**src/design/kbd_pkg.sv**
```systemverilog
// Keyboard paste definitions

package kbd_pkg;

	////////////////////////////////////////
	// Key event word layout
	localparam int KEY_W          = 11;
	localparam int KEY_TOGGLE_BIT = 10;     // Flips on each new event
	localparam int KEY_PRESS_BIT  = 9;      // Set for press, clear for release
	localparam int KEY_EXT_BIT    = 8;      // Extended prefix, never set when pasting
	localparam int CODE_W         = 8;

	// Filename as latched by the tape loader
	localparam int CHAR_W      = 8;
	localparam int FNAME_CHARS = 6;
	localparam int FNAME_W     = FNAME_CHARS * CHAR_W;  // First char in top byte

	localparam int TICK_W_DEF  = 21;        // Roughly 2M clocks per event
	localparam int HOLD_CYCLES = 32;        // Core reset stretch

	localparam logic [CODE_W-1:0] SC_LSHIFT = 8'h12;
	localparam logic [CODE_W-1:0] SC_NONE   = 8'h00;
	localparam logic [CODE_W-1:0] SC_MINUS  = 8'h4E;  // Shifted gives *

	typedef logic [KEY_W-1:0]  key_event_t;
	typedef logic [CODE_W-1:0] scancode_t;
	typedef logic [CHAR_W-1:0] char_t;

	////////////////////////////////////////
	// ASCII to set-2 scancode
	function automatic scancode_t char_code(input char_t c);
		case (c)
			8'h20: return 8'h29;    // Space
			8'h2A: return SC_MINUS;
			8'h2E: return 8'h49;
			8'h30: return 8'h45;
			8'h31: return 8'h16;
			8'h32: return 8'h1E;
			8'h33: return 8'h26;
			8'h34: return 8'h25;
			8'h35: return 8'h2E;
			8'h36: return 8'h36;
			8'h37: return 8'h3D;
			8'h38: return 8'h3E;
			8'h39: return 8'h46;
			8'h40: return 8'h54;    // @
			8'h41: return 8'h1C;
			8'h42: return 8'h32;
			8'h43: return 8'h21;
			8'h44: return 8'h23;
			8'h45: return 8'h24;
			8'h46: return 8'h2B;
			8'h47: return 8'h34;
			8'h48: return 8'h33;
			8'h49: return 8'h43;
			8'h4A: return 8'h3B;
			8'h4B: return 8'h42;
			8'h4C: return 8'h4B;
			8'h4D: return 8'h3A;
			8'h4E: return 8'h31;
			8'h4F: return 8'h44;
			8'h50: return 8'h4D;
			8'h51: return 8'h15;
			8'h52: return 8'h2D;
			8'h53: return 8'h1B;
			8'h54: return 8'h2C;
			8'h55: return 8'h3C;
			8'h56: return 8'h2A;
			8'h57: return 8'h1D;
			8'h58: return 8'h22;
			8'h59: return 8'h35;
			8'h5A: return 8'h1A;
			default: return SC_NONE;  // Not typeable
		endcase
	endfunction

	// Only * needs left shift held
	function automatic logic char_shift(input char_t c);
		return (c == 8'h2A);
	endfunction

endpackage

```
**src/design/video_pkg.sv**
```systemverilog
// Video palette definitions

package video_pkg;

	localparam int IDX_W    = 4;
	localparam int PAL_CH_W = 6;
	localparam int PAL_W    = 3 * PAL_CH_W;    // R, G, B from top
	localparam int RGB_CH_W = 8;

	typedef logic [IDX_W-1:0]    color_idx_t;
	typedef logic [PAL_W-1:0]    pal_entry_t;
	typedef logic [RGB_CH_W-1:0] rgb_ch_t;

	////////////////////////////////////////
	// Fixed 16 colour palette, index order
	localparam pal_entry_t PALETTE [0:15] = '{
		18'b010111_010111_010111,   // 0 dark grey
		18'b011011_111111_111010,   // 1 cyan
		18'b110010_001001_010111,   // 2 red
		18'b111010_111010_111010,   // 3 light grey
		18'b111111_111100_001111,   // 4 yellow
		18'b101010_111111_010010,   // 5 green
		18'b111010_011011_001010,   // 6 orange
		18'b111010_111111_001001,   // 7 yellow green
		18'b001011_010100_111111,   // 8 blue
		18'b101111_110111_111111,   // 9 light blue
		18'b110001_010011_111111,   // 10 pink
		18'b100010_011001_111111,   // 11 violet
		18'b100011_100011_100011,   // 12 grey
		18'b000111_110001_100011,   // 13 turquoise
		18'b100110_001000_111111,   // 14 magenta
		18'b111111_111111_111111    // 15 white
	};

endpackage

```
**src/design/eg_glue_top.sv**
```systemverilog
// Emulator glue top level

`timescale 1ns/1ps

module eg_glue_top import kbd_pkg::*, video_pkg::*; #(
	parameter int TICK_W = TICK_W_DEF
) (
	input  logic               clk_sys,
	input  logic               rst,
	input  logic               reset_req,
	input  logic               paste_req,
	input  logic [FNAME_W-1:0] fname,
	input  key_event_t         host_key,
	input  logic               ce_pix,
	input  logic               pixel,
	input  color_idx_t         color,
	input  logic               hsync,
	input  logic               vsync,
	input  logic               hblank,
	input  logic               vblank,
	output key_event_t         key_out,
	output logic               paste_active,
	output rgb_ch_t            r,
	output rgb_ch_t            g,
	output rgb_ch_t            b,
	output logic               hs,
	output logic               vs,
	output logic               de,
	output logic               ce_out
);

	logic      core_rst;
	char_t     char_cur;
	logic      char_next;
	scancode_t code;
	logic      needs_shift;

	////////////////////////////////////////
	// Reset and paste path
	power_hold u_power_hold (
		.clk_sys   (clk_sys),
		.rst       (rst),
		.reset_req (reset_req),
		.core_rst  (core_rst)
	);

	paste_capture u_paste_capture (
		.clk_sys      (clk_sys),
		.core_rst     (core_rst),
		.paste_req    (paste_req),
		.fname        (fname),
		.char_next    (char_next),
		.char_cur     (char_cur),
		.char_valid   (),              // Same as paste_active here
		.paste_active (paste_active)
	);

	scancode_map u_scancode_map (
		.clk_sys     (clk_sys),
		.core_rst    (core_rst),
		.char_cur    (char_cur),
		.code        (code),
		.needs_shift (needs_shift)
	);

	key_sequencer #(.TICK_W(TICK_W)) u_key_sequencer (
		.clk_sys      (clk_sys),
		.core_rst     (core_rst),
		.paste_active (paste_active),
		.code         (code),
		.needs_shift  (needs_shift),
		.host_key     (host_key),
		.char_next    (char_next),
		.key_out      (key_out)
	);

	// Video colour path
	palette_stage u_palette_stage (
		.clk_sys  (clk_sys),
		.core_rst (core_rst),
		.ce_pix   (ce_pix),
		.pixel    (pixel),
		.color    (color),
		.hsync    (hsync),
		.vsync    (vsync),
		.hblank   (hblank),
		.vblank   (vblank),
		.r        (r),
		.g        (g),
		.b        (b),
		.hs       (hs),
		.vs       (vs),
		.de       (de),
		.ce_out   (ce_out)
	);

endmodule

```
**src/design/key_sequencer.sv**
```systemverilog
// Paste key event sequencer

`timescale 1ns/1ps

module key_sequencer import kbd_pkg::*; #(
	parameter int TICK_W = TICK_W_DEF  // Event spacing is 2**TICK_W clocks
) (
	input  logic       clk_sys,
	input  logic       core_rst,
	input  logic       paste_active,
	input  scancode_t  code,
	input  logic       needs_shift,
	input  key_event_t host_key,
	output logic       char_next,
	output key_event_t key_out
);

	logic [TICK_W-1:0] tick_cnt;
	logic              tick;
	logic [1:0]        phase;        // Event index within current char
	logic              last_ev;
	logic              ev_press;
	scancode_t         ev_code;
	key_event_t        ev_word;

	////////////////////////////////////////
	// Tick timer
	always_ff @(posedge clk_sys) begin
		if (core_rst || !paste_active)
			tick_cnt <= '0;    // Restart with each paste
		else
			tick_cnt <= tick_cnt + 1'b1;
	end

	assign tick = paste_active & (&tick_cnt);

	// Event decode
	// Plain key is press, release; shifted key is
	// shift press, key press, key release, shift release
	always_comb begin
		if (needs_shift) begin
			last_ev  = (phase == 2'd3);
			ev_press = (phase < 2'd2);
			ev_code  = (phase == 2'd0 || phase == 2'd3) ? SC_LSHIFT : code;
		end else begin
			last_ev  = (phase == 2'd1);
			ev_press = (phase == 2'd0);
			ev_code  = code;
		end
	end

	// Phase counter
	always_ff @(posedge clk_sys) begin
		if (core_rst || !paste_active)
			phase <= 2'd0;
		else if (tick)
			phase <= last_ev ? 2'd0 : phase + 2'd1;
	end

	assign char_next = tick & last_ev;  // Last event of this char goes out now

	always_comb begin
		ev_word                 = '0;
		ev_word[KEY_TOGGLE_BIT] = ~key_out[KEY_TOGGLE_BIT];  // New event
		ev_word[KEY_PRESS_BIT]  = ev_press;
		ev_word[KEY_EXT_BIT]    = 1'b0;
		ev_word[CODE_W-1:0]     = ev_code;
	end

	////////////////////////////////////////
	// Output select
	always_ff @(posedge clk_sys) begin
		if (core_rst)
			key_out <= '0;
		else if (!paste_active)
			key_out <= host_key;     // Passthrough, one clock late
		else if (tick)
			key_out <= ev_word;
	end

	// During a paste the keyboard only sees new events on ticks
	assert property (@(posedge clk_sys) disable iff (core_rst)
		$past(paste_active) && $changed(key_out[KEY_TOGGLE_BIT]) |-> $past(tick))
		else $error("toggle bit moved between ticks");

	assert property (@(posedge clk_sys) disable iff (core_rst)
		char_next |=> !char_next)
		else $error("char_next wider than one clock");

endmodule

```
**src/design/palette_stage.sv**
```systemverilog
// Palette lookup pipeline

`timescale 1ns/1ps

module palette_stage import video_pkg::*; (
	input  logic       clk_sys,
	input  logic       core_rst,
	input  logic       ce_pix,
	input  logic       pixel,       // Foreground bit
	input  color_idx_t color,
	input  logic       hsync,
	input  logic       vsync,
	input  logic       hblank,
	input  logic       vblank,
	output rgb_ch_t    r,
	output rgb_ch_t    g,
	output rgb_ch_t    b,
	output logic       hs,
	output logic       vs,
	output logic       de,
	output logic       ce_out
);

	pal_entry_t entry_q;   // Stage one palette word
	logic       pix_q;
	logic       blank_q;
	logic       hs_q;
	logic       vs_q;
	logic       ce_q;
	logic       show;

	////////////////////////////////////////
	// Stage one, table read
	always_ff @(posedge clk_sys)
		entry_q <= PALETTE[color];

	always_ff @(posedge clk_sys) begin
		if (core_rst) begin
			pix_q   <= 1'b0;
			blank_q <= 1'b1;     // Blanked out of reset
			hs_q    <= 1'b0;
			vs_q    <= 1'b0;
			ce_q    <= 1'b0;
		end else begin
			pix_q   <= pixel;
			blank_q <= hblank | vblank;
			hs_q    <= hsync;
			vs_q    <= vsync;
			ce_q    <= ce_pix;
		end
	end

	assign show = pix_q & ~blank_q;

	////////////////////////////////////////
	// Stage two, gate and widen to 8 bits
	always_ff @(posedge clk_sys) begin
		if (core_rst) begin
			r      <= '0;
			g      <= '0;
			b      <= '0;
			hs     <= 1'b0;
			vs     <= 1'b0;
			de     <= 1'b0;
			ce_out <= 1'b0;
		end else begin
			r      <= show ? {entry_q[PAL_W-1 -: PAL_CH_W], 2'b00} : '0;
			g      <= show ? {entry_q[2*PAL_CH_W-1 -: PAL_CH_W], 2'b00} : '0;
			b      <= show ? {entry_q[PAL_CH_W-1:0], 2'b00} : '0;
			hs     <= hs_q;
			vs     <= vs_q;
			de     <= ~blank_q;
			ce_out <= ce_q;
		end
	end

	// Blanking must reach de with the same two clocks as colour
	assert property (@(posedge clk_sys) disable iff (core_rst)
		$past(hblank, 2) || $past(vblank, 2) |-> !de)
		else $error("de high in blanking");

endmodule

```
**src/design/paste_capture.sv**
```systemverilog
// Filename paste capture

`timescale 1ns/1ps

module paste_capture import kbd_pkg::*; (
	input  logic               clk_sys,
	input  logic               core_rst,
	input  logic               paste_req,    // Level from host menu
	input  logic [FNAME_W-1:0] fname,
	input  logic               char_next,    // All events of char_cur sent
	output char_t              char_cur,
	output logic               char_valid,
	output logic               paste_active
);

	localparam int POS_W = $clog2(FNAME_CHARS);

	logic               req_d;
	logic               req_rise;
	logic               start;
	logic [FNAME_W-1:0] name_sr;    // Current char always on top
	logic [POS_W-1:0]   pos;

	assign req_rise = paste_req & ~req_d;
	assign start    = req_rise & ~paste_active;  // Edges mid paste are dropped

	// Request delay for edge detect
	always_ff @(posedge clk_sys)
		req_d <= paste_req;

	////////////////////////////////////////
	// Paste control
	always_ff @(posedge clk_sys) begin
		if (core_rst) begin
			paste_active <= 1'b0;
			pos          <= '0;
		end else if (start) begin
			paste_active <= 1'b1;
			pos          <= '0;
		end else if (paste_active && char_next) begin
			pos <= pos + 1'b1;
			if (pos == POS_W'(FNAME_CHARS - 1))
				paste_active <= 1'b0;    // Sixth char done
		end
	end

	// Name shifter
	always_ff @(posedge clk_sys) begin
		if (start)
			name_sr <= fname;
		else if (char_next)
			name_sr <= {name_sr[FNAME_W-CHAR_W-1:0], CHAR_W'(0)};
	end

	assign char_cur   = name_sr[FNAME_W-1 -: CHAR_W];
	assign char_valid = paste_active;

	// Sequencer may only step while a paste runs
	assert property (@(posedge clk_sys) disable iff (core_rst)
		char_next |-> paste_active)
		else $error("char_next outside paste");

endmodule

```
**src/design/power_hold.sv**
```systemverilog
// Core reset stretcher

`timescale 1ns/1ps

module power_hold import kbd_pkg::*; (
	input  logic clk_sys,
	input  logic rst,
	input  logic reset_req,     // Host menu reset
	output logic core_rst
);

	localparam int CNT_W = $clog2(HOLD_CYCLES + 1);

	logic [CNT_W-1:0] hold_cnt;
	logic             src_rst;

	assign src_rst = rst | reset_req;  // Either source restarts the hold

	// Reload while any source is up, then count out
	always_ff @(posedge clk_sys) begin
		if (src_rst) begin
			hold_cnt <= CNT_W'(HOLD_CYCLES);
			core_rst <= 1'b1;
		end else begin
			if (hold_cnt != '0)
				hold_cnt <= hold_cnt - 1'b1;
			core_rst <= (hold_cnt != '0);  // Drops on the cycle the count runs out
		end
	end

	// Released core reset must have seen a full hold since the last source
	assert property (@(posedge clk_sys)
		$fell(core_rst) |-> !$past(src_rst, 1) && !$past(src_rst, HOLD_CYCLES))
		else $error("core_rst released early");

endmodule

```
**src/design/scancode_map.sv**
```systemverilog
// Character to scancode translation

`timescale 1ns/1ps

module scancode_map import kbd_pkg::*; (
	input  logic      clk_sys,
	input  logic      core_rst,
	input  char_t     char_cur,
	output scancode_t code,
	output logic      needs_shift   // Wrap key in LSHIFT press and release
);

	scancode_t code_nxt;
	logic      shift_nxt;

	// Lookup from the package table
	always_comb begin
		code_nxt  = char_code(char_cur);
		shift_nxt = char_shift(char_cur);
	end

	////////////////////////////////////////
	// One register stage without strobe
	// Sequencer reads only at ticks that come two or more clocks after the char moved
	always_ff @(posedge clk_sys) begin
		if (core_rst) begin
			code        <= SC_NONE;
			needs_shift <= 1'b0;
		end else begin
			code        <= code_nxt;
			needs_shift <= shift_nxt;
		end
	end

endmodule

```
**config.mk**
```make
export PLATFORM = sky130hd
export DESIGN_NAME = eg_glue_top
export DESIGN_NICKNAME = d
export VERILOG_FILES = /design/src/design/kbd_pkg.sv /design/src/design/video_pkg.sv /design/src/design/eg_glue_top.sv /design/src/design/key_sequencer.sv /design/src/design/palette_stage.sv /design/src/design/paste_capture.sv /design/src/design/power_hold.sv /design/src/design/scancode_map.sv
export SDC_FILE = /design/constraint.sdc
export NUM_CORES = 1
export LEC_CHECK = 0
export BUFFER_PORTS_ARGS = -buffer_cell sky130_fd_sc_hd__buf_2
export CORE_UTILIZATION = 56
export DETAILED_ROUTE_END_ITERATION = 10
export PLACE_DENSITY = 0.8
export SLEW_MARGIN = 20
export SYNTH_ARGS = -nofsm -noshare
export SYNTH_HDL_FRONTEND = slang
export SYNTH_SLANG_ARGS = --single-unit
```
**constraint.sdc**
```tcl
create_clock -name clk_sys -period 3.8 [get_ports clk_sys]
set_input_delay 0.19 -clock clk_sys [delete_from_list [all_inputs] [get_ports clk_sys]]
set_output_delay 0.19 -clock clk_sys [all_outputs]
set_load 0.005 [all_outputs]
```
==> flow_metrics.env <==
export IMPL_outcome="complete, no violations"
export IMPL_mostFrequentLayoutCell="buf_2"
export IMPL_crit_type="reg -> reg"
export IMPL_cts_num_sinks=147
export IMPL_r2r_cells=5
export IMPL_holdPathEnd="u_palette_stage.pix_q$_SDFF_PP0_"
export IMPL_report_final_setup_viol=0
export IMPL_finalHoldViolCount=0
export IMPL_placed_cell_area_um2=7096
export IMPL_grt_start_max_net_pins=51
export IMPL_relSlewSlack=0.2800
export IMPL_grt_setup_unrepaired="false"
export IMPL_ys_types=53
export IMPL_ir_worst_vdd_uv=269.3
export IMPL_root_buffer="clkbuf_16"
export IMPL_synth_main_ff_cell="dfxtp_1"
export IMPL_finalCritPeriodShare=0.7630
export IMPL_clk_pin_slew_ps=60
export IMPL_ant_nets=0
export IMPL_antenna_found_initial=0
export IMPL_grt_ovfl_total=0
export IMPL_ys_top_cells_by_area="dfxtp_1, edfxtp_1, mux2_2"
export IMPL_num_rows=39
export IMPL_internal_power_uw=2775
export IMPL_cp_arrival_ps=2940
export IMPL_fillers=835
export IMPL_place_ws_ps=950.6
export IMPL_final_design_area_no_fill_um2=7770
export IMPL_ff_latch_area_um2=3423
export IMPL_die_h_um=109.9
export IMPL_route_detailed_drc=0
export IMPL_totalWireLength_mm=13.14
export IMPL_end_kind="flop"
export IMPL_clk_latency_ps=420
export IMPL_slew_viol_final=0
export IMPL_ys_ff_latch=147
export IMPL_hp_start="pixel"
export IMPL_grt_pass1_vias=4725
export IMPL_area_growth_pct=19.17
export IMPL_place_gp_congestion=0.8916
export IMPL_grt_pass1_wl_mm=21.60
export IMPL_worst_slack_ps=900.5
export IMPL_cts_buffers_inserted=17
export IMPL_drive_gt1_frac=0.2680
export IMPL_cts_tree="yes"
export IMPL_synth_edf_count=48
export IMPL_yosys_area_top_type="dfxtp_1"
export IMPL_sequentialPowerShare=0.476
export IMPL_powerDensity_nw_per_um2=460.9
export IMPL_synth_area_um2=6520
export IMPL_clock_path_buffers=2
export IMPL_yosysTopAreaCellShare=0.3040
export IMPL_multi_input_comb_area_um2=2861
export IMPL_tns_ps=0
export IMPL_wl_per_cell_um=14.96
export IMPL_tightest_slew_ps=1070
export IMPL_coreArea_um2=11370
export IMPL_hpwl_mm=8.734
export IMPL_clockPowerShare=0.462
export IMPL_max_freq_ghz=0.3449
export IMPL_layout_min_cycle_time_ps=2899
export IMPL_syn_avg_cell_area_um2=10.45
export IMPL_async_reset_ff_frac=0
export IMPL_vias=4958
export IMPL_p_leak_uw=0.003109
export IMPL_p_switching_uw=806.7
export IMPL_htreeDepth=4
export IMPL_skew_ps=11.99
export IMPL_postLayoutCoreUtil=0.6834
export IMPL_avgViaCountPerCell=5.647
export IMPL_p_sw_frac=0.2252
export IMPL_portBuffers=106
export IMPL_grt_total_usage=0.2325
export IMPL_min_path_cells=2
export IMPL_synth_seq_area_share=0.5250
export IMPL_max_cap_violations=0
export IMPL_pin_count=113
export IMPL_rr_endpoint="u_paste_capture.name_sr[44]$_DFFE_PP_"
export IMPL_die_w_um=109.9
export IMPL_critPathLaunchType="flop"
export IMPL_layout_common_cells="buf_2, dfxtp_1, edfxtp_1"
export IMPL_r2r_slack_ps=900
export IMPL_crit_fanout=48
export IMPL_drt_pass1_iterations=5
export IMPL_dieArea_um2=12080
export IMPL_pwr_share_comb=0.062
export IMPL_r2r_start="u_key_sequencer.tick_cnt[4]$_SDFF_PP0_"
export IMPL_required_ps=3840
export IMPL_drtIter0Drc=226
export IMPL_syn_inst=624
export IMPL_ys_warn_count=0
export IMPL_start_util=0.5735
export IMPL_post_cts_buffers=0
export IMPL_diodes=0
export IMPL_min_path_type="in -> reg"
export IMPL_nets=815
## per-stage QoR
| step | std cells | hold WS (ps) | total power (uW) |
|---|---|---|---|
| global route | 878 | 20.89 | 3716 |
| CTS | 878 | 9.565 | 3613 |
| detailed placement | 838 | 328.1 | 1952 |
| finish | 878 | 18.90 | 3581 |
| global placement | 838 | 336.6 | 1938 |
| floorplan | 629 | 217.7 | 1882 |
## cell usage after synthesis, types with 15 or more instances
| library cell | instances |
|---|---|
| clkbuf_1 | 35 |
| and3_1 | 26 |
| ha_1 | 20 |
| nor2_1 | 42 |
| nor2b_1 | 15 |
| edfxtp_1 | 48 |
| inv_1 | 19 |
| mux2_2 | 46 |
| a21oi_1 | 37 |
| nand2_1 | 30 |
| o21ai_0 | 35 |
| dfxtp_1 | 99 |
## flip-flops by register name, summed over array words and instances, names as in the netlist, 2 cells and up
signal	flops
u_key_sequencer.key_out	11
u_key_sequencer.phase	2
u_key_sequencer.tick_cnt	21
u_palette_stage.b	6
u_palette_stage.entry_q	18
u_palette_stage.g	6
u_palette_stage.r	6
u_paste_capture.name_sr	48
u_paste_capture.pos	3
u_power_hold.hold_cnt	6
u_scancode_map.code	7
## what timing repair did
action	4_1_cts	5_1_grt
hold endpoints to repair	7	0
resized for setup	0	0
hold buffers	8	0
## logic make-up (layout without fill, tap and decap cells)
group,after synthesis,in the layout,synth area share
adders and majority gates,20,20,0.03838
AOI/OAI and AO/OA,116,116,0.1088
xor gates and xnor gates,16,16,0.02149
muxes,52,52,0.08866
buffers and inverters,63,169,0.03992
other,1,6,0.0005752
DFF,147,147,0.5250
and+or+nand+nor,209,209,0.1771
## worst max path at each step
stage	to	slack (ps)	startpoint
2_1_floorplan	u_paste_capture.name_sr[0]$_SDFFCE_PN0P_	1000	u_key_sequencer.tick_cnt[13]$_SDFF_PP0_
3_3_place_gp	u_paste_capture.name_sr[3]$_SDFFCE_PN0P_	1070	u_key_sequencer.tick_cnt[4]$_SDFF_PP0_
3_5_place_dp	u_paste_capture.name_sr[1]$_SDFFCE_PN0P_	950	u_key_sequencer.tick_cnt[4]$_SDFF_PP0_
4_1_cts	u_paste_capture.name_sr[38]$_DFFE_PP_	950	u_key_sequencer.tick_cnt[4]$_SDFF_PP0_
5_1_grt	u_paste_capture.name_sr[44]$_DFFE_PP_	760	u_key_sequencer.tick_cnt[4]$_SDFF_PP0_
6_report	u_paste_capture.name_sr[44]$_DFFE_PP_	900	u_key_sequencer.tick_cnt[4]$_SDFF_PP0_
## worst max-delay path, stage by stage (launching register included)
cell     delay [ps]
dfxtp_1         400
nand4_1         450
or4_1           800
nor2_1          220
a21o_2          150
buf_4           480
## cell type report
type                    instances  share of cell area
clock buffers                  17             0.05475
clock inverters                15             0.02174
inverters                      19            0.009179
multi-input cells             419              0.3683
flip-flops and latches        147              0.4406
well taps                     143             0.02303
repair buffers                118             0.08245
## metal layers
metal  track usage  wire length [um]  up-vias  part of all wire
met5             0                 0        -                 0
met4        0.1019               243        0             0.019
met3       0.05691               602       21             0.046
met2        0.4054              6853      134              0.52
met1        0.2698              5436     2355              0.41
li1              -                 -     2448                 -
## power by group through the flow
stage,registers (uW),logic [uW],clock network [uW]
floorplan,1720,159,0
global placement,1730,204,0
detailed placement,1740,214,0
CTS,1700,223,1690
global route,1710,250,1760
finish,1700,222,1660
Note: power is estimated with default switching activity, not from simulation.
